**src/rtl/fp_format_pkg.sv**
```systemverilog
package fp_format_pkg;

    ////////////////////////////////////////////////////////////////////////////
    // binary32 field geometry
    ////////////////////////////////////////////////////////////////////////////

    localparam int EXP_W  = 8;
    localparam int FRAC_W = 23;
    localparam int WORD_W = 1 + EXP_W + FRAC_W;   // 32

    localparam logic [EXP_W-1:0] EXP_MAX  = '1;   // inf / nan exponent
    localparam logic [EXP_W-1:0] EXP_BIAS = 8'd127;

    // quiet nan returned for invalid operations
    localparam logic [WORD_W-1:0] CANON_NAN = {1'b0, EXP_MAX, {FRAC_W{1'b1}}};

    ////////////////////////////////////////////////////////////////////////////
    // one float word, seen as raw bits or as its fields
    ////////////////////////////////////////////////////////////////////////////

    typedef union packed {
        logic [WORD_W-1:0] raw;
        struct packed {
            logic              sign;
            logic [EXP_W-1:0]  exp;    // biased
            logic [FRAC_W-1:0] frac;   // hidden bit not stored
        } f;
    } float_word_u;

endpackage

```
**src/rtl/fp_addsub_pkg.sv**
```systemverilog
package fp_addsub_pkg;

    import fp_format_pkg::*;

    // guard, round and sticky below the fraction
    localparam int GRS_W = 3;

    // hidden bit + fraction + grs
    localparam int MANT_W = 1 + FRAC_W + GRS_W;   // 27

    localparam int SUM_W   = MANT_W + 1;          // room for the carry
    localparam int SHIFT_W = $clog2(SUM_W);       // leading-one position

    // input sample to result strobe, in clock cycles
    localparam int LATENCY = 5;

endpackage

```
**src/rtl/fp_stage_if.sv**
```systemverilog
`timescale 1ns/1ns

// swapped and aligned operands, align section to adder
interface align_if import fp_format_pkg::*, fp_addsub_pkg::*; ();
    logic              valid;
    logic              sub_eff;          // magnitudes are subtracted
    logic              sign_big;
    logic              sign_small_eff;   // op already applied
    logic [EXP_W-1:0]  exp_big;
    logic [MANT_W-1:0] mant_big;
    logic [MANT_W-1:0] mant_small;       // shifted, sticky in bit 0
    logic              special;
    logic [WORD_W-1:0] special_word;
    logic              invalid;

    modport src (output valid, sub_eff, sign_big, sign_small_eff, exp_big,
                        mant_big, mant_small, special, special_word, invalid);
    modport dst (input  valid, sub_eff, sign_big, sign_small_eff, exp_big,
                        mant_big, mant_small, special, special_word, invalid);
endinterface

// raw mantissa sum, adder to normalize/round section
interface sum_if import fp_format_pkg::*, fp_addsub_pkg::*; ();
    logic              valid;
    logic              sign;
    logic [EXP_W-1:0]  exp_big;
    logic [SUM_W-1:0]  sum;              // top bit is the carry
    logic              special;
    logic [WORD_W-1:0] special_word;
    logic              invalid;

    modport src (output valid, sign, exp_big, sum, special, special_word, invalid);
    modport dst (input  valid, sign, exp_big, sum, special, special_word, invalid);
endinterface

```
**src/rtl/fp_align.sv**
```systemverilog
`timescale 1ns/1ns

module fp_align import fp_format_pkg::*, fp_addsub_pkg::*; (
    input  logic        i_aclk,
    input  logic        i_rst_n,
    input  logic        i_valid,
    input  logic        i_op_sub,
    input  float_word_u i_a,
    input  float_word_u i_b,
    align_if.src        o_stage
);

    logic              exp_a_ge;
    logic              s1_valid;
    logic              s1_op_sub;
    float_word_u       s1_a;
    float_word_u       s1_b;
    logic              s1_a_nan;
    logic              s1_b_nan;
    logic              s1_a_inf;
    logic              s1_b_inf;
    logic              s1_a_zero;
    logic              s1_b_zero;
    logic              s1_a_ge;        // |a| >= |b|
    logic [EXP_W-1:0]  s1_exp_diff;
    logic              sign_b_eff;
    logic              sub_eff;
    logic              invalid;
    logic [MANT_W-1:0] mant_a;
    logic [MANT_W-1:0] mant_b;
    logic [MANT_W-1:0] mant_s;
    logic [MANT_W-1:0] shifted;
    logic [MANT_W-1:0] lost_mask;
    logic              sticky;

    ////////////////////////////////////////////////////////////////////////////
    // stage 1: classify and compare
    ////////////////////////////////////////////////////////////////////////////

    assign exp_a_ge = i_a.f.exp >= i_b.f.exp;

    always_ff @(posedge i_aclk) begin
        if (!i_rst_n) begin
            s1_valid <= 1'b0;
        end else begin
            s1_valid <= i_valid;
        end
    end

    always_ff @(posedge i_aclk) begin
        s1_op_sub   <= i_op_sub;
        s1_a        <= i_a;
        s1_b        <= i_b;
        s1_a_nan    <= (i_a.f.exp == EXP_MAX) && (i_a.f.frac != '0);
        s1_b_nan    <= (i_b.f.exp == EXP_MAX) && (i_b.f.frac != '0);
        s1_a_inf    <= (i_a.f.exp == EXP_MAX) && (i_a.f.frac == '0);
        s1_b_inf    <= (i_b.f.exp == EXP_MAX) && (i_b.f.frac == '0);
        s1_a_zero   <= i_a.f.exp == '0;   // subnormals flushed
        s1_b_zero   <= i_b.f.exp == '0;
        s1_a_ge     <= {i_a.f.exp, i_a.f.frac} >= {i_b.f.exp, i_b.f.frac};
        s1_exp_diff <= exp_a_ge ? i_a.f.exp - i_b.f.exp : i_b.f.exp - i_a.f.exp;
    end

    ////////////////////////////////////////////////////////////////////////////
    // stage 2: swap, align, special result
    ////////////////////////////////////////////////////////////////////////////

    assign sign_b_eff = s1_b.f.sign ^ s1_op_sub;
    assign sub_eff    = s1_a.f.sign ^ sign_b_eff;
    assign invalid    = s1_a_nan | s1_b_nan | (s1_a_inf & s1_b_inf & sub_eff);

    // zero operands lose the hidden bit and the fraction
    assign mant_a = {~s1_a_zero, s1_a.f.frac & {FRAC_W{~s1_a_zero}}, {GRS_W{1'b0}}};
    assign mant_b = {~s1_b_zero, s1_b.f.frac & {FRAC_W{~s1_b_zero}}, {GRS_W{1'b0}}};

    assign mant_s    = s1_a_ge ? mant_b : mant_a;
    assign shifted   = mant_s >> s1_exp_diff;
    assign lost_mask = ~({MANT_W{1'b1}} << s1_exp_diff);   // bits pushed out
    assign sticky    = |(mant_s & lost_mask);

    always_ff @(posedge i_aclk) begin
        if (!i_rst_n) begin
            o_stage.valid <= 1'b0;
        end else begin
            o_stage.valid <= s1_valid;
        end
    end

    always_ff @(posedge i_aclk) begin
        o_stage.sub_eff        <= sub_eff;
        o_stage.sign_big       <= s1_a_ge ? s1_a.f.sign : sign_b_eff;
        o_stage.sign_small_eff <= s1_a_ge ? sign_b_eff : s1_a.f.sign;
        o_stage.exp_big        <= s1_a_ge ? s1_a.f.exp : s1_b.f.exp;
        o_stage.mant_big       <= s1_a_ge ? mant_a : mant_b;
        o_stage.mant_small     <= {shifted[MANT_W-1:1], shifted[0] | sticky};
        o_stage.special        <= s1_a_nan | s1_b_nan | s1_a_inf | s1_b_inf;
        o_stage.invalid        <= invalid;
        if (invalid) begin
            o_stage.special_word <= CANON_NAN;
        end else if (s1_a_inf) begin   // a inf, b same-signed inf or finite
            o_stage.special_word <= {s1_a.f.sign, EXP_MAX, {FRAC_W{1'b0}}};
        end else begin
            o_stage.special_word <= {sign_b_eff, EXP_MAX, {FRAC_W{1'b0}}};
        end
    end

endmodule

```
**src/rtl/fp_mant_add.sv**
```systemverilog
`timescale 1ns/1ns

module fp_mant_add import fp_addsub_pkg::*; (
    input  logic i_aclk,
    input  logic i_rst_n,
    align_if.dst i_stage,
    sum_if.src   o_stage
);

    logic [SUM_W-1:0] sum_c;
    logic             sign_c;

    // mant_big >= mant_small, so the difference never goes negative
    always_comb begin
        if (i_stage.sub_eff) begin
            sum_c = {1'b0, i_stage.mant_big} - {1'b0, i_stage.mant_small};
        end else begin
            sum_c = {1'b0, i_stage.mant_big} + {1'b0, i_stage.mant_small};
        end
    end

    // exact zero is +0 unless both terms were negative
    assign sign_c = (sum_c == '0) ? (i_stage.sign_big & i_stage.sign_small_eff)
                                  : i_stage.sign_big;

    ////////////////////////////////////////////////////////////////////////////
    // stage 3 register
    ////////////////////////////////////////////////////////////////////////////

    always_ff @(posedge i_aclk) begin
        if (!i_rst_n) begin
            o_stage.valid <= 1'b0;
        end else begin
            o_stage.valid <= i_stage.valid;
        end
    end

    always_ff @(posedge i_aclk) begin
        o_stage.sign         <= sign_c;
        o_stage.exp_big      <= i_stage.exp_big;
        o_stage.sum          <= sum_c;
        o_stage.special      <= i_stage.special;
        o_stage.special_word <= i_stage.special_word;
        o_stage.invalid      <= i_stage.invalid;
    end

endmodule

```
**src/rtl/fp_normalize_round.sv**
```systemverilog
`timescale 1ns/1ns

module fp_normalize_round import fp_format_pkg::*, fp_addsub_pkg::*; (
    input  logic        i_aclk,
    input  logic        i_rst_n,
    sum_if.dst          i_stage,
    output float_word_u o_result,
    output logic        o_result_valid,
    output logic        o_overflow,
    output logic        o_underflow,
    output logic        o_invalid_op
);

    logic [SHIFT_W-1:0]      lead_pos;
    logic [SHIFT_W-1:0]      lshift;
    logic [EXP_W+1:0]        exp_ext;
    logic [MANT_W-1:0]       norm_c;
    logic signed [EXP_W+1:0] exp_c;
    logic                    s4_valid;
    logic                    s4_sign;
    logic signed [EXP_W+1:0] s4_exp;
    logic [MANT_W-1:0]       s4_mant;
    logic                    s4_zero;
    logic                    s4_special;
    logic [WORD_W-1:0]       s4_special_word;
    logic                    s4_invalid;
    logic                    round_up;
    logic [FRAC_W+1:0]       rounded;     // carry + hidden + fraction
    logic signed [EXP_W+1:0] exp_r;
    logic [FRAC_W-1:0]       frac_r;
    float_word_u             result_c;
    logic                    ovf_c;
    logic                    unf_c;

    ////////////////////////////////////////////////////////////////////////////
    // stage 4 finds the leading one and normalizes
    ////////////////////////////////////////////////////////////////////////////

    always_comb begin
        lead_pos = '0;
        for (int i = 0; i < SUM_W; i++) begin
            if (i_stage.sum[i]) begin
                lead_pos = SHIFT_W'(i);
            end
        end
    end

    assign lshift  = SHIFT_W'(MANT_W - 1) - lead_pos;
    assign exp_ext = {2'b00, i_stage.exp_big};

    always_comb begin
        if (i_stage.sum[SUM_W-1]) begin   // carry out shifts one right
            norm_c = {i_stage.sum[SUM_W-1:2], i_stage.sum[1] | i_stage.sum[0]};
            exp_c  = exp_ext + (EXP_W+2)'(1);
        end else begin
            norm_c = i_stage.sum[MANT_W-1:0] << lshift;
            exp_c  = exp_ext - (EXP_W+2)'(lshift);   // may go negative
        end
    end

    always_ff @(posedge i_aclk) begin
        if (!i_rst_n) begin
            s4_valid <= 1'b0;
        end else begin
            s4_valid <= i_stage.valid;
        end
    end

    always_ff @(posedge i_aclk) begin
        s4_sign         <= i_stage.sign;
        s4_exp          <= exp_c;
        s4_mant         <= norm_c;
        s4_zero         <= i_stage.sum == '0;
        s4_special      <= i_stage.special;
        s4_special_word <= i_stage.special_word;
        s4_invalid      <= i_stage.invalid;
    end

    ////////////////////////////////////////////////////////////////////////////
    // stage 5 rounds to nearest even and picks the result
    ////////////////////////////////////////////////////////////////////////////

    // round bit and then sticky or lsb
    assign round_up = s4_mant[GRS_W-1] & ((|s4_mant[GRS_W-2:0]) | s4_mant[GRS_W]);
    assign rounded  = {1'b0, s4_mant[MANT_W-1:GRS_W]} + (FRAC_W+2)'(round_up);
    assign exp_r    = s4_exp + (EXP_W+2)'(rounded[FRAC_W+1]);
    assign frac_r   = rounded[FRAC_W-1:0];   // all zero after a carry

    always_comb begin
        result_c.raw = '0;
        ovf_c        = 1'b0;
        unf_c        = 1'b0;
        if (s4_special) begin
            result_c.raw = s4_special_word;
        end else if (s4_zero) begin
            result_c.f.sign = s4_sign;
        end else if (exp_r >= $signed({2'b00, EXP_MAX})) begin
            result_c.f.sign = s4_sign;
            result_c.f.exp  = EXP_MAX;          // signed infinity
            ovf_c           = 1'b1;
        end else if (exp_r <= 0) begin
            result_c.f.sign = s4_sign;          // flushed to zero
            unf_c           = 1'b1;
        end else begin
            result_c.f.sign = s4_sign;
            result_c.f.exp  = exp_r[EXP_W-1:0];
            result_c.f.frac = frac_r;
        end
    end

    always_ff @(posedge i_aclk) begin
        if (!i_rst_n) begin
            o_result.raw   <= '0;
            o_result_valid <= 1'b0;
            o_overflow     <= 1'b0;
            o_underflow    <= 1'b0;
            o_invalid_op   <= 1'b0;
        end else begin
            o_result       <= result_c;
            o_result_valid <= s4_valid;
            o_overflow     <= s4_valid & ovf_c;   // flags only with a result
            o_underflow    <= s4_valid & unf_c;
            o_invalid_op   <= s4_valid & s4_invalid;
        end
    end

endmodule

```
**src/rtl/fp_addsub_top.sv**
```systemverilog
`timescale 1ns/1ns

module fp_addsub_top import fp_format_pkg::*; (
    input  logic              i_aclk,
    input  logic              i_rst_n,
    input  logic              i_valid,
    input  logic              i_op_sub,      // 1: a - b
    input  logic [WORD_W-1:0] i_a,
    input  logic [WORD_W-1:0] i_b,
    output logic [WORD_W-1:0] o_result,
    output logic              o_result_valid,
    output logic              o_overflow,
    output logic              o_underflow,
    output logic              o_invalid_op
);

    float_word_u a_w;
    float_word_u b_w;
    float_word_u result_w;

    align_if u_align_if ();
    sum_if   u_sum_if ();

    assign a_w.raw  = i_a;
    assign b_w.raw  = i_b;
    assign o_result = result_w.raw;

    ////////////////////////////////////////////////////////////////////////////
    // align (2) -> add (1) -> normalize/round (2)
    ////////////////////////////////////////////////////////////////////////////

    fp_align u_align (
        .i_aclk   (i_aclk),
        .i_rst_n  (i_rst_n),
        .i_valid  (i_valid),
        .i_op_sub (i_op_sub),
        .i_a      (a_w),
        .i_b      (b_w),
        .o_stage  (u_align_if.src)
    );

    fp_mant_add u_mant_add (
        .i_aclk  (i_aclk),
        .i_rst_n (i_rst_n),
        .i_stage (u_align_if.dst),
        .o_stage (u_sum_if.src)
    );

    fp_normalize_round u_normalize_round (
        .i_aclk         (i_aclk),
        .i_rst_n        (i_rst_n),
        .i_stage        (u_sum_if.dst),
        .o_result       (result_w),
        .o_result_valid (o_result_valid),
        .o_overflow     (o_overflow),
        .o_underflow    (o_underflow),
        .o_invalid_op   (o_invalid_op)
    );

endmodule

```
**config.mk**
```make
export PLATFORM = sky130hd
export DESIGN_NAME = fp_addsub_top
export DESIGN_NICKNAME = d
export VERILOG_FILES = /design/src/rtl/fp_format_pkg.sv /design/src/rtl/fp_addsub_pkg.sv /design/src/rtl/fp_stage_if.sv /design/src/rtl/fp_align.sv /design/src/rtl/fp_mant_add.sv /design/src/rtl/fp_normalize_round.sv /design/src/rtl/fp_addsub_top.sv
export SDC_FILE = /design/constraint.sdc
export NUM_CORES = 1
export LEC_CHECK = 0
export BUFFER_PORTS_ARGS = -buffer_cell sky130_fd_sc_hd__buf_2
export CORE_AREA = 5 5 192 213
export CTS_CLUSTER_SIZE = 8
export DETAILED_ROUTE_END_ITERATION = 8
export DIE_AREA = 0 0 197 218
export GPL_TIMING_DRIVEN = 1
export PLACE_DENSITY = 0.67
export REMOVE_ABC_BUFFERS = 1
export SETUP_SLACK_MARGIN = 0.3
export SLEW_MARGIN = 30
export SYNTH_ARGS = -nofsm -noshare
export SYNTH_HDL_FRONTEND = slang
export SYNTH_SLANG_ARGS = --single-unit
```
**constraint.sdc**
```tcl
create_clock -name i_aclk -period 12.2 [get_ports i_aclk]
set_clock_uncertainty 0.05 [all_clocks]
set_input_delay 1.83 -clock i_aclk [delete_from_list [all_inputs] [get_ports i_aclk]]
set_output_delay 1.83 -clock i_aclk [all_outputs]
set_load 0.03 [all_outputs]
```
Word level (Yosys, flattened, before mapping):

Index checks and enable logic that the tools add are counted.
W data, S select, Z words.

* muxes and demuxes: 50
* order comparisons: 4
* shifts and indexed selects: 3
* bitwise logic cells: 22
* eq/ne operators: 2
* add/subtract/negate cells: 9
* reduce and logical (&&, ||, !) cells: 14

Operators with widths (number)
* $mux W32: 2
* $mux W31: 2
* $mux W5: 12
* $logic_not A28 Y1: 2
* $mux W27: 2
* $and A23 B23 Y23: 2
* $logic_not A23 Y1: 2
* $reduce_bool A23 Y1: 2
* $mux W4: 8
* $ge A31 B31 Y1: 1
* $add A27 B27 Y28: 1
* $mux W28: 1
* $sub A27 B27 Y28: 1
* $and A27 B27 Y27: 1
* $not A27 Y27: 1
* $reduce_or A27 Y1: 1
* $shl A27 B5 Y27: 1
* $shl A27 B8 Y27 const A: 1
* $shr A27 B8 Y27: 1
* $mux W26: 1
* $add A24 B1 Y25: 1
* $mux W8: 3
* $mux W23: 1
* $eq A8 B8 Y1 const B: 2
* other kinds (19): 52

* register bits: 363
* output and inout bits: 36
* input bits: 68
* logic and storage cells: 147

Logic depth before layout (Yosys ltp):

Gate-level depths: netlist of run 1.

* depth after elaboration: 30
* mapped depth: 21

By module:

A second synthesis of run 1 with hierarchy kept.

* cells, all modules: 1887
* area, all modules: 17136.4 um2

By module, submodules not included
* fp_align: area each 7796.2 um2, cells each 877, instances 1
* fp_normalize_round: area each 5798.1 um2, cells each 634, instances 1
* fp_mant_add: area each 3542.1 um2, cells each 376, instances 1

Least setup slack after synthesis of run 1:

No wires, ideal clock.

* path kind: register -> register
* start: register u_mant_add.o_stage.sum[26]
* end: register u_normalize_round.s4_exp[7]
* data arrival time: 4.302 ns
* stages on the path, launching flop included: 22
* path buffers: 4
* setup time: 0.119 ns
* path slack: 7.730 ns
* required time: 12.031 ns
* clock period less this slack: 4.470 ns
* cells stage by stage: dfxtp_1 clkbuf_1 nor2b_1 nor3_1 o311ai_0 nand3_1 nor2_1 buf_2 buf_2 inv_1 ha_1 xnor2_2 inv_2 buf_1 ha_1 o21ai_0 nand2b_1 a21o_1 a211o_1 nor3_1 a31oi_1 xnor2_1

* longest elaborated chain between the ends: 5

RTL lines
* from (decl): line fp_stage_if.sv:32 `modport src (output valid, sign, exp_big, sum, special, special_word, invalid);`
* from (signal assigned): line fp_mant_add.sv:41 `o_stage.sum <= sum_c;`
* $mux W5 (2 in series): line fp_normalize_round.sv:42 `if (i_stage.sum[i]) begin`
* $sub A5 B5 Y5: line fp_normalize_round.sv:48 `assign lshift = SHIFT_W'(MANT_W - 1) - lead_pos;`
* $sub A8 B5 Y9: line fp_normalize_round.sv:57 `exp_c = exp_ext - (EXP_W+2)'(lshift);`
* $mux W10: line fp_normalize_round.sv:52 `if (i_stage.sum[SUM_W-1]) begin`
* net u_normalize_round.exp_c[7]: line fp_normalize_round.sv:18 `logic signed [EXP_W+1:0] exp_c;`
* to (signal assigned): line fp_normalize_round.sv:71 `s4_exp <= exp_c;`
* to (decl): line fp_normalize_round.sv:21 `logic signed [EXP_W+1:0] s4_exp;`

The timed path passes the listed nets, and every way through them passes these cells.
A chain may end at the register's enable or synchronous reset.

Worst setup path in the final report of run 1:

* start: register u_align.o_stage.mant_small[2] (netlist name)
* end: register u_mant_add.o_stage.sign

* longest elaborated chain between the ends: 4

RTL lines
* from (decl): line fp_stage_if.sv:17 `mant_big, mant_small, special, special_word, invalid);`
* from (signal assigned): line fp_align.sv:95 `o_stage.mant_small <= {shifted[MANT_W-1:1], shifted[0] | sticky};`
* $add A27 B27 Y28 / $sub A27 B27 Y28 (equally long branches): line fp_mant_add.sv:18, fp_mant_add.sv:16
* $mux W28 *: line fp_mant_add.sv:15 `if (i_stage.sub_eff) begin`
* net u_mant_add.sum_c[26]: line fp_mant_add.sv:10 `logic [SUM_W-1:0] sum_c;`
* $logic_not A28 Y1 *: line fp_mant_add.sv:23 `assign sign_c = (sum_c == '0) ? (i_stage.sign_big & i_stage.sign_small_eff)`
* $mux W1 *: line fp_mant_add.sv:23
* net u_mant_add.sign_c: line fp_mant_add.sv:11 `logic sign_c;`
* to (signal assigned): line fp_mant_add.sv:39 `o_stage.sign <= sign_c;`
* to (decl): line fp_stage_if.sv:32

Mark *: on every way through the listed nets, which the timed path passes. The rest lies on a longest branch.

==> run summary, run 1 <==
Worst skew pair latency -> 0.54 ns
Share of cells above drive strength 1 -> 13.39%
Initial antenna violation count -> 0
Core Rows -> 76
First-pass DRT Iterations -> 6
Post-synth EDFFs -> 0
DR DRC count -> 0
Worst Reg-to-Reg Cells -> 18
Leakage -> 7.269 nW
Drt total wl -> 40.99 mm
Max Fclk -> 207.6 MHz
Die X -> 197 µm
Top-count cell post-synth -> dfxtp_1
Root buffer cell -> clkbuf_16
Synthesis-to-finish area growth -> 13.04%
Hold depth -> 0
Die Area -> 42950 µm²
Core ar. -> 38610 µm²
Final GP Congestion -> 0.9495
Peak supply drop -> 0.0001572 V
First-pass GRT wire length -> 66.01 mm
Post-detail-place hpwl -> 31.86 mm
Fin crit share -> 39.47%
GRT Util Overall -> 18.67%
Startpoint Class -> register
Post-route setup TNS -> 0 ns
First DRT Iteration DRCs -> 971
Crit end category -> register
PortBufs -> 103
Worst Path Arrival -> 5.19 ns
H-Tree Level Count -> 2
CTS hold repair buffers -> 0
Final setup viols -> 0
Post-synthesis area per instance -> 8.782 µm²
Pins Over Slew Limit -> 0
Crit-path max cell delay -> 0.52 ns
Top cells by area, synth -> dfxtp_1 36%, ha_1 6.1%, mux2i_1 5.1%, nor2_1 3.8%, mux4_2 3.3%
Setup Fix Bufs, Post-CTS -> 0
Antenna-violating nets left -> 0
Vias -> 13010
Met3 routed WL -> 1.834 mm
Die Ht -> 218 µm
CP Data Required Time -> 12.57 ns
Syn Std Cell Area -> 15210 µm²
TritonCTS sink count -> 270
Synthesized flop and latch total -> 270
Vias in the first global route -> 12870
CTS tree -> yes
RSZ-0062 raised after global routing -> no
M1 wire length -> 16.67 mm
Reg clk slew, reported paths -> 0.04 ns
Initial Util -> 39.40%
Gate Count Post-Synth -> 1732
Cell taking the most area after synthesis -> dfxtp_1
Outcome -> finished clean
Post-synthesis sequential area ratio -> 35.54%
Largest net degree at the start of global routing -> 94
Nets -> 1945
HP Class -> register to register
WHS -> 0.2776 ns
Hold Fails Final Rpt -> 0
Rel. slew slack -> 33.15%
Ys flop type -> dfxtp_1
CTS resizes -> 0
Num CTS Buffers -> 40
Post-synth top area share -> 35.54%
Io pins -> 104
Crit path cell chain -> or4_1 -> nor3_1 -> nand2_1 -> nor3b_1 -> and4bb_2 -> and3b_1 -> a21oi_1 -> xnor2_1 -> ha_1 -> and3_1 -> a31oi_1 -> o21ai_0 -> or3_1 -> o211ai_1 -> a211oi_1 -> nor4_1 -> nand4b_1 -> o31a_1
Worst Path Max Fanout -> 10
Antenna diodes -> 0
DR top layer -> met4
Ys async rst share -> 0%
Total grt overflow -> 0
Synth unique cells -> 86
Worst Tran Pin Value -> 0.9923 ns
Crit Path Class -> register to register
CTS Buffer Depth -> 3
Power density cells -> 274.3 nW/µm²
Post-synth top cells -> 270 x dfxtp_1, 155 x nor2_1, 114 x nand2_1, 97 x a21oi_1, 82 x o21ai_0
Crit path max-delay cell type -> or4_1
Met2 wire length -> 20.44 mm
Crit path time final -> 4.816 ns
Max-Cap Viols -> 0
Routed vias/inst -> 5.621
Syn. warnings -> 0
WL/cell -> 17.71 µm
critical path: cells and delay by family, from the launching register on:
family          cells  cell delay, ns
compound gates      6            0.83
simple gates       10            2.92
xor+xnor            1            0.15
flops               1            0.40
fa+ha+maj           1            0.36
cell type report:
| type | instances | area, µm² |
|---|---|---|
| fillers | 3891 | 21410 |
| multi-input cells | 1287 | 9123 |
| flip-flops and latches | 270 | 5410 |
| clock buffers | 44 | 1026 |
| well taps | 507 | 634.4 |
| repair buffers | 116 | 625.6 |
| inverters | 85 | 319.1 |
| clock inverters | 5 | 55.05 |
flip-flops by register name, summed over array words and instances, names as in the netlist, 8 cells and up:
signal                      count
u_align.s1_b                   32
u_normalize_round.s4_mant      27
u_align.s1_a                   32
u_normalize_round.o_result     32
u_normalize_round.s4_exp       10
u_align.o_stage.mant_small     27
u_align.o_stage.exp_big         8
u_align.s1_exp_diff             8
u_mant_add.o_stage.sum         28
u_align.o_stage.mant_big       24
u_mant_add.o_stage.exp_big      8
per-stage QoR:
stage | util (%) | cell area, µm² | std cells | worst slack (ns) | power, mW
global route | 44.53 | 17190 | 2314 | 6.853 | 5.034
CTS | 44.48 | 17170 | 2313 | 7.369 | 4.711
finish | 44.53 | 17190 | 2314 | 7.384 | 4.716
detailed placement | 41.68 | 16090 | 2264 | 7.391 | 3.734
floorplan | - | 14840 | 1642 | 6.138 | 3.083
global placement | 41.68 | 16090 | 2264 | 7.484 | 3.728
where the power goes:
group          switching [mW]  internal [mW]  leakage, nW
Sequential              0.233           1.10         2.25
Clock                   0.368          0.589        0.533
Combinational            1.41           1.02         4.48
per-layer routing:
layer | global-route usage (%) | vias up
met1 | 21.72 | 6070
li1 | - | 6401
met3 | 2.611 | 123
met4 | 8.669 | 0
met2 | 33.75 | 413
met5 | 0 | -
cells by family (layout without fill, tap and decap cells):
family,Yosys count,in the layout,synth area share [%]
AO/OA/AOI/OAI,430,430,19.09
XOR/XNOR,85,85,4.944
adder cells (fa/ha/maj),78,78,6.548
buffers and inverters,175,250,4.500
flip-flops,270,270,35.54
multiplexers,123,123,10.09
AND/OR/NAND/NOR,571,571,19.28
path summary, 6_finish.rpt:
path / startpoint / to / slack [ns]
worst min register to register: u_mant_add.o_stage.special / u_normalize_round.s4_special / 0.28
worst max-delay path: u_align.o_stage.mant_small[2] / u_mant_add.o_stage.sign / 7.38
worst min-delay path: u_mant_add.o_stage.special / u_normalize_round.s4_special / 0.28
worst max register to register: u_align.o_stage.mant_small[2] / u_mant_add.o_stage.sign / 7.38
cells in the final DEF (no fill, tap or decap), types with 51 or more instances in the layout:
cell | synthesis | layout
dfxtp_1 | 270 | 268
nor2_1 | 155 | 154
nand2_1 | 114 | 114
buf_2 | 5 | 103
a21oi_1 | 97 | 97
o21ai_0 | 82 | 82
inv_1 | 80 | 80
mux2i_1 | 78 | 78
ha_1 | 74 | 74
xnor2_1 | 51 | 51
(Power assumes the default switching activity.)
==> run 2: changes to the inputs <==
PLACE_DENSITY = 0.69   (was 0.67)
clock period = 4.15 ns   (was 12.2 ns; I/O delays follow)
==> run 2 against run 1 <==
Effect of this change: the flow now finishes with violations (setup timing); non-clock buffer count is 106 higher; sequential share of layout area is 1.9 points lower; wire length grew 5.6%; combinational power rose to 3.3 times the previous value; register-to-register slack lost 7.4 ns; power rose to 3.2 times the previous value; first-iteration DRC count decreased by 11%; worst hold slack worse by 0.15 ns; critical path type unchanged.
==> run summary, run 2 (synthesis results as in run 1) <==
Outcome -> complete, but fails checks
Failing checks -> setup timing
Worst skew pair latency -> 0.55 ns (about the same)
Die X -> 197 µm (unchanged)
Die Ht -> 218 µm (unchanged)
Io pins -> 104 (unchanged)
RSZ-0062 raised after global routing -> yes
Share of cells above drive strength 1 -> 20.74% (+7.3 points)
H-Tree Level Count -> 2 (unchanged)
Core Rows -> 76 (unchanged)
Most frequent cells in the layout -> 266 x dfxtp_1, 150 x nor2_1, 115 x buf_4
CTS Buffer Depth -> 3 (unchanged)
Crit Path Class -> register to register
Startpoint Class -> register
Peak supply drop -> 0.0005146 V (+230%)
Commonest non-fill, non-tap cell in the layout -> dfxtp_1
CTS hold repair buffers -> 0 (unchanged)
Pins Over Slew Limit -> 0 (unchanged)
CTS tree -> yes
Setup WS pre-CTS -> -0.3158 ns (-7.707 ns)
Routed vias/inst -> 5.548 (-1.3%)
Synthesis-to-finish area growth -> 20.43%
DR DRC count -> 0 (unchanged)
Vias in the first global route -> 13560 (+5.3%)
Final worst slack -> -0.04904 ns (-7.433 ns)
Worst Path Arrival -> 4.56 ns (-0.63 ns)
Reg clk slew, reported paths -> 0.05 ns (about the same)
Worst Tran Pin Value -> 0.9211 ns (-0.07120 ns)
Area of the multi-input gates -> 9380 µm² (+2.8%)
WL/cell -> 17.87 µm (+0.90%)
Register Area -> 5413 µm² (about the same)
Hold Fails Final Rpt -> 0 (unchanged)
First DRT Iteration DRCs -> 862 (-11%)
Drt total wl -> 43.27 mm (+5.6%)
First-pass GRT wire length -> 69.26 mm (+4.9%)
Worst Path Max Fanout -> 3 (-7)
Die Area -> 42950 µm² (unchanged)
Leakage -> 7.872 nW (+8.3%)
Final GP Congestion -> 0.9686 (+2.0%)
CP Data Required Time -> 4.51 ns (-8.06 ns)
Fillers -> 3736 (-4.0%)
Antenna-violating nets left -> 0 (unchanged)
Max Fclk -> 238.2 MHz (+15%)
Post-route setup TNS -> -0.04904 ns (-0.04904 ns)
Max-Cap Viols -> 0 (unchanged)
Num CTS Buffers -> 40 (unchanged)
Core ar. -> 38610 µm² (unchanged)
Largest net degree at the start of global routing -> 60 (-36%)
TritonCTS sink count -> 270 (unchanged)
Power density cells -> 813.6 nW/µm² (+200%)
Fin crit share -> 101.2% (+62 points)
Initial Util -> 39.40% (unchanged)
Biggest regs -> u_align.s1_a: 32 flops, u_align.s1_b: 32 flops, u_normalize_round.o_result: 32 flops
Crit path time final -> 4.199 ns (-0.6169 ns)
GRT Util Overall -> 19.62% (+0.96 points)
Nets -> 2051 (+5.4%)
Vias -> 13430 (+3.3%)
Final setup viols -> 1 (+1)
Initial antenna violation count -> 0 (unchanged)
First-pass DRT Iterations -> 7 (+1)
HP Class -> input port to register
Antenna diodes -> 0 (unchanged)
PortBufs -> 103 (unchanged)
Rel. slew slack -> 37.94% (+4.8 points)
Root buffer cell -> clkbuf_16
Post-detail-place hpwl -> 33.68 mm (+5.7%)
Crit end category -> register
Total grt overflow -> 0 (unchanged)
[run 2: cell types whose count changed in the layout (fill, tap and decap cells not counted), moves of 4 or more]
cell     change
a21oi_2      +7
nor3_1       -4
buf_4      +103
a21oi_1      -8
o21ai_0      -5
nor2_1       -4
[run 2: layer usage]
layer  track usage [%]  vias to the layer above  part of all wire, %  routed length, µm
li1                  -                     6599                    -                  -
met3             2.441                      131                  4.1               1756
met1             21.94                     6330                   40              17200
met4             9.154                        0                  5.1               2225
met2             36.75                      372                   51              22080
met5                 0                        -                    0                  0
[run 2: area by class of cell]
type / instances / area share (%)
sequential: 270 / 29.55
inverter: 85 / 1.742
clock inverter: 3 / 0.4167
tap: 507 / 3.463
clock buffer: 47 / 5.826
multi-input combinational: 1287 / 51.21
timing repair buffer: 222 / 7.794
[run 2: critical path, stage by stage, from the launching register on]
cell and delay, ns:
dfxtp_2 0.31, or4_4 0.54, nor3_4 0.15, nand2_2 0.08
nor3b_2 0.20, buf_4 0.14, and4bb_2 0.24, and3b_2 0.21
a21oi_1 0.08, xnor2_1 0.14, ha_1 0.34, and3_4 0.17
buf_4 0.13, and3_4 0.17, or3_1 0.34, o211ai_1 0.10
a211oi_2 0.06, nor4_1 0.25, nand4b_1 0.12, o31a_1 0.25
[run 2: power breakdown]
group	internal (mW)	switching (mW)
clock network	1.80	1.12
registers	3.22	0.659
logic	3.61	4.50
total	8.63	6.28
[run 2: worst paths after layout]
kind	start	endpoint	slack, ns	cells past startpoint
worst max-delay path	u_align.o_stage.mant_small[4]	u_mant_add.o_stage.sign	-0.05	19
worst min-delay path	i_op_sub	u_align.s1_op_sub	0.13	1
worst max register to register	u_align.o_stage.mant_small[4]	u_mant_add.o_stage.sign	-0.05	19
worst min register to register	u_align.o_stage.special_word[31]	u_mant_add.o_stage.special_word[31]	0.27	0
[run 2: repair_timing]
| action | CTS | global route |
|---|---|---|
| setup buffers | 3 | 6 |
| endpoints found under the setup margin | 28 | 44 |
| pin swaps | 14 | 20 |
| resized for setup | 23 | 47 |
[run 2: metrics by stage]
stage               instance area [µm²]  total power, mW  hold WS, ns  util [%]  std cells
detailed placement                16830            11.64       0.2621     43.58       2362
finish                            18320            14.90       0.1277     47.45       2421
global placement                  16830            11.60       0.2614     43.58       2362
floorplan                         14840            9.065       0.2596         -       1642
global route                      18320            15.84       0.1122     47.45       2421
CTS                               18080            14.71       0.1123     46.83       2415
==> run 3: changes to the inputs <==
CORE_AREA = 5 5 204 226   (was 5 5 192 213)
DIE_AREA = 0 0 209 231   (was 0 0 197 218)
PLACE_DENSITY = 0.67   (was 0.69)
SYNTH_HIERARCHICAL = 1   (was not set)
clock period = 4.9 ns   (was 4.15 ns; I/O delays follow)
==> run 3 against run 2 <==
Effect of this change: highest routed layer unchanged; register-to-register slack better by 0.54 ns; core utilization is 3.2 points lower; global-route usage is 0.68 points lower; synthesized cell count is 8.9% higher; setup slack better by 0.54 ns; first-iteration DRC count is 7.3% higher; non-clock buffer count is 91 lower; the run now ends clean; clock-buffer cell count is 4 higher; die area is 12% higher; fmax is 4.7% lower.
==> run summary, run 3 <==
CTS hold repair buffers -> 0 (unchanged)
Startpoint Class -> register
Antenna diodes -> 0 (unchanged)
Commonest non-fill, non-tap cell in the layout -> dfxtp_1
Post-synth EDFFs -> 0 (unchanged)
Hold Fails Final Rpt -> 0 (unchanged)
Cell taking the most area after synthesis -> dfxtp_1
CTS tree -> yes
Top-count cell post-synth -> dfxtp_1
WL/cell -> 18.63 µm (+4.3%)
Power density cells -> 654.8 nW/µm² (-20%)
Core Rows -> 81 (+6.6%)
Nets -> 2096 (+2.2%)
Ys flop type -> dfxtp_1
Post-synthesis area per instance -> 9.081 µm² (+3.4%)
Syn. warnings -> 6 (+6)
First-pass DRT Iterations -> 5 (-2)
Max Fclk -> 227.0 MHz (-4.7%)
Crit path buf inv count -> 1 (-1)
PortBufs -> 103 (unchanged)
Pwr Total -> 12.70 mW (-15%)
Share of cells above drive strength 1 -> 14.40% (-6.3 points)
Gate Count Post-Synth -> 1887 (+8.9%)
Sw frac -> 41.70% (-0.42 points)
Leakage -> 7.971 nW (+1.3%)
Crit path max-delay cell type -> or4_1
Most frequent cells in the layout -> 328 x dfxtp_1, 126 x o21ai_0, 120 x nor2_1
Routed vias/inst -> 5.541 (-0.13%)
Outcome -> finished clean
Io pins -> 104 (unchanged)
Root buffer cell -> clkbuf_16
Num CTS Buffers -> 47 (+18%)
Worst skew pair latency -> 0.59 ns (+0.04 ns)
Post-detail-place hpwl -> 35.94 mm (+6.7%)
Reg clk slew, reported paths -> 0.06 ns (about the same)
Pins Over Slew Limit -> 0 (unchanged)
Crit path time final -> 4.405 ns (+0.2055 ns)
Fillers -> 4332 (+16%)
Drt total wl -> 47.19 mm (+9.1%)
Die Area -> 48280 µm² (+12%)
Fin crit share -> 89.89% (-11 points)
Vias in the first global route -> 14100 (+4.0%)
Worst Path Arrival -> 4.81 ns (+0.25 ns)
CP Data Required Time -> 5.31 ns (+0.80 ns)
Worst Tran Pin Value -> 0.8878 ns (-0.03335 ns)
First-pass GRT wire length -> 74.69 mm (+7.8%)
H-Tree Level Count -> 2 (unchanged)
Core ar. -> 43780 µm² (+13%)
Clk network pwr share -> 22.2% (+2.6 points)
Max-Cap Viols -> 0 (unchanged)
Peak supply drop -> 0.0003199 V (-38%)
First DRT Iteration DRCs -> 925 (+7.3%)
Initial Util -> 39.14% (-0.26 points)
GRT Util Overall -> 18.95% (-0.68 points)
Initial antenna violation count -> 0 (unchanged)
HP Class -> input port to register
Crit end category -> register
Rel. slew slack -> 40.73% (+2.8 points)
Worst Path Max Fanout -> 5 (+2)
RSZ-0062 raised after global routing -> no
Top cells by area, synth -> dfxtp_1 39%, ha_1 5.6%, mux2i_1 4.1%, o21ai_0 3.7%, xnor2_1 3.5%
Largest net degree at the start of global routing -> 71 (+18%)
Synthesis-to-finish area growth -> 13.14%
Worst path most repeated cell -> xnor2_1
Antenna-violating nets left -> 0 (unchanged)
Total grt overflow -> 0 (unchanged)
Layout Utilization -> 44.28% (-3.2 points)
Switch Pwr -> 5.293 mW (-16%)
Post-synth top area share -> 38.55% (+3.0 points)
Flop pwr share -> 30.1% (+4.1 points)
Crit path cell chain -> or3_4 -> or3b_4 -> nor3_4 -> buf_4 -> a21oi_1 -> xnor2_1 -> ha_4 -> a21oi_2 -> o21ai_1 -> or3_1 -> o2111ai_2 -> a31oi_2 -> a41oi_2 -> xnor2_1 -> or4_1 -> o41a_1
DR DRC count -> 0 (unchanged)
Vias -> 14040 (+4.5%)
Comb power frac -> 47.7% (-6.7 points)
Syn Std Cell Area -> 17140 µm² (+13%)
CTS Buffer Depth -> 3 (unchanged)
TritonCTS sink count -> 330 (+22%)
Die X -> 209 µm (+6.1%)
Final GP Congestion -> 0.9788 (+1.1%)
Die Ht -> 231 µm (+6.0%)
Family with the most delay on the worst path -> simple AND/OR/NAND/NOR gates
Crit Path Class -> register to register
Synth unique cells -> 97 (+13%)
Post-synthesis sequential area ratio -> 38.55% (+3.0 points)
Final setup viols -> 0 (-1)
Cell Int Power -> 7.402 mW (-14%)
Post-synth top cells -> 330 x dfxtp_1, 126 x o21ai_0, 122 x nor2_1, 97 x nand2_1, 86 x a21oi_1
Synthesized flop and latch total -> 330 (+22%)
Ys async rst share -> 0% (unchanged)
Crit-path max cell delay -> 0.47 ns (-0.07 ns)
==> run 3: power by group through the flow <==
stage               clock, mW  sequential, mW  combinational [mW]
finish                   2.82            3.82                6.06
detailed placement          0            3.85                5.89
global route             3.02            3.88                6.57
global placement            0            3.82                5.84
CTS                      2.91            3.80                5.92
floorplan                   0            3.87                4.13
==> run 3: what timing repair did <==
| action | CTS | global route |
|---|---|---|
| buffers inserted | 0 | 3 |
| resized for setup | 2 | 31 |
| setup endpoints to repair | 24 | 31 |
| gates cloned | 0 | 0 |
| pin swaps | 0 | 7 |
==> run 3: layer usage <==
metal  global-route usage, %  share of wire [%]  up-vias  wire length, µm
li1                        -                  -     6886                -
met3                   2.433                4.0      116             1901
met5                       0                  0        -                0
met4                   9.627                4.9        0             2295
met2                   34.45                 50      415            23830
met1                   21.75                 41     6618            19160
==> run 3: final timing paths <==
check	start	end	slack, ns	cells after the start
setup reg to reg	u_align/o_stage.mant_small[3]	u_mant_add/o_stage.sign	0.50	16
setup / recovery	u_align/o_stage.mant_small[3]	u_mant_add/o_stage.sign	0.50	16
hold reg to reg	u_mant_add/o_stage.special_word[24]	u_normalize_round/s4_special_word[24]	0.27	0
hold / removal	i_b[31]	u_align/s1_b[31]	0.22	1
==> run 3: worst reg2reg max path, cell delays in order (launching register included) <==
cell	delay (ns)
dfxtp_1	0.34
or3_4	0.41
or3b_4	0.42
nor3_4	0.21
buf_4	0.16
a21oi_1	0.07
xnor2_1	0.31
ha_4	0.28
a21oi_2	0.15
o21ai_1	0.09
or3_1	0.34
o2111ai_2	0.20
a31oi_2	0.15
a41oi_2	0.23
xnor2_1	0.10
or4_1	0.47
o41a_1	0.31
==> run 3: cell families after synthesis <==
logic type | Yosys count | synth area share, %
other | 2 | 0.04382
and+or+nand+nor | 595 | 19.51
adders and majority gates | 81 | 6.089
muxes | 100 | 6.586
buffers and inverters | 213 | 5.863
DFF | 330 | 38.55
xor gates and xnor gates | 93 | 4.797
AOI/OAI and AO/OA | 473 | 18.56
==> run 3: cell type report <==
cell class,count,area [µm²],share of cell area [%]
Inverter,84,317.8,1.639
Clock inverter,3,51.30,0.2646
Multi-Input combinational cell,1353,9743,50.25
Sequential cell,330,6611,34.10
Clock buffer,51,1212,6.253
Timing Repair Buffer,131,725.7,3.743
Tap cell,581,726.9,3.749
==> run 3: stage by stage <==
step,TNS [ns],cell area [µm²],hold slack [ns],instances,worst slack (ns)
finish,0,19390,0.2179,2533,0.4955
global placement,0,17930,0.2599,2476,0.2438
detailed placement,0,17940,0.2621,2476,0.1735
floorplan,-25.53,16480,0.2596,1767,-1.140
CTS,0,19220,0.1852,2530,0.2746
global route,0,19390,0.1968,2533,0.2982
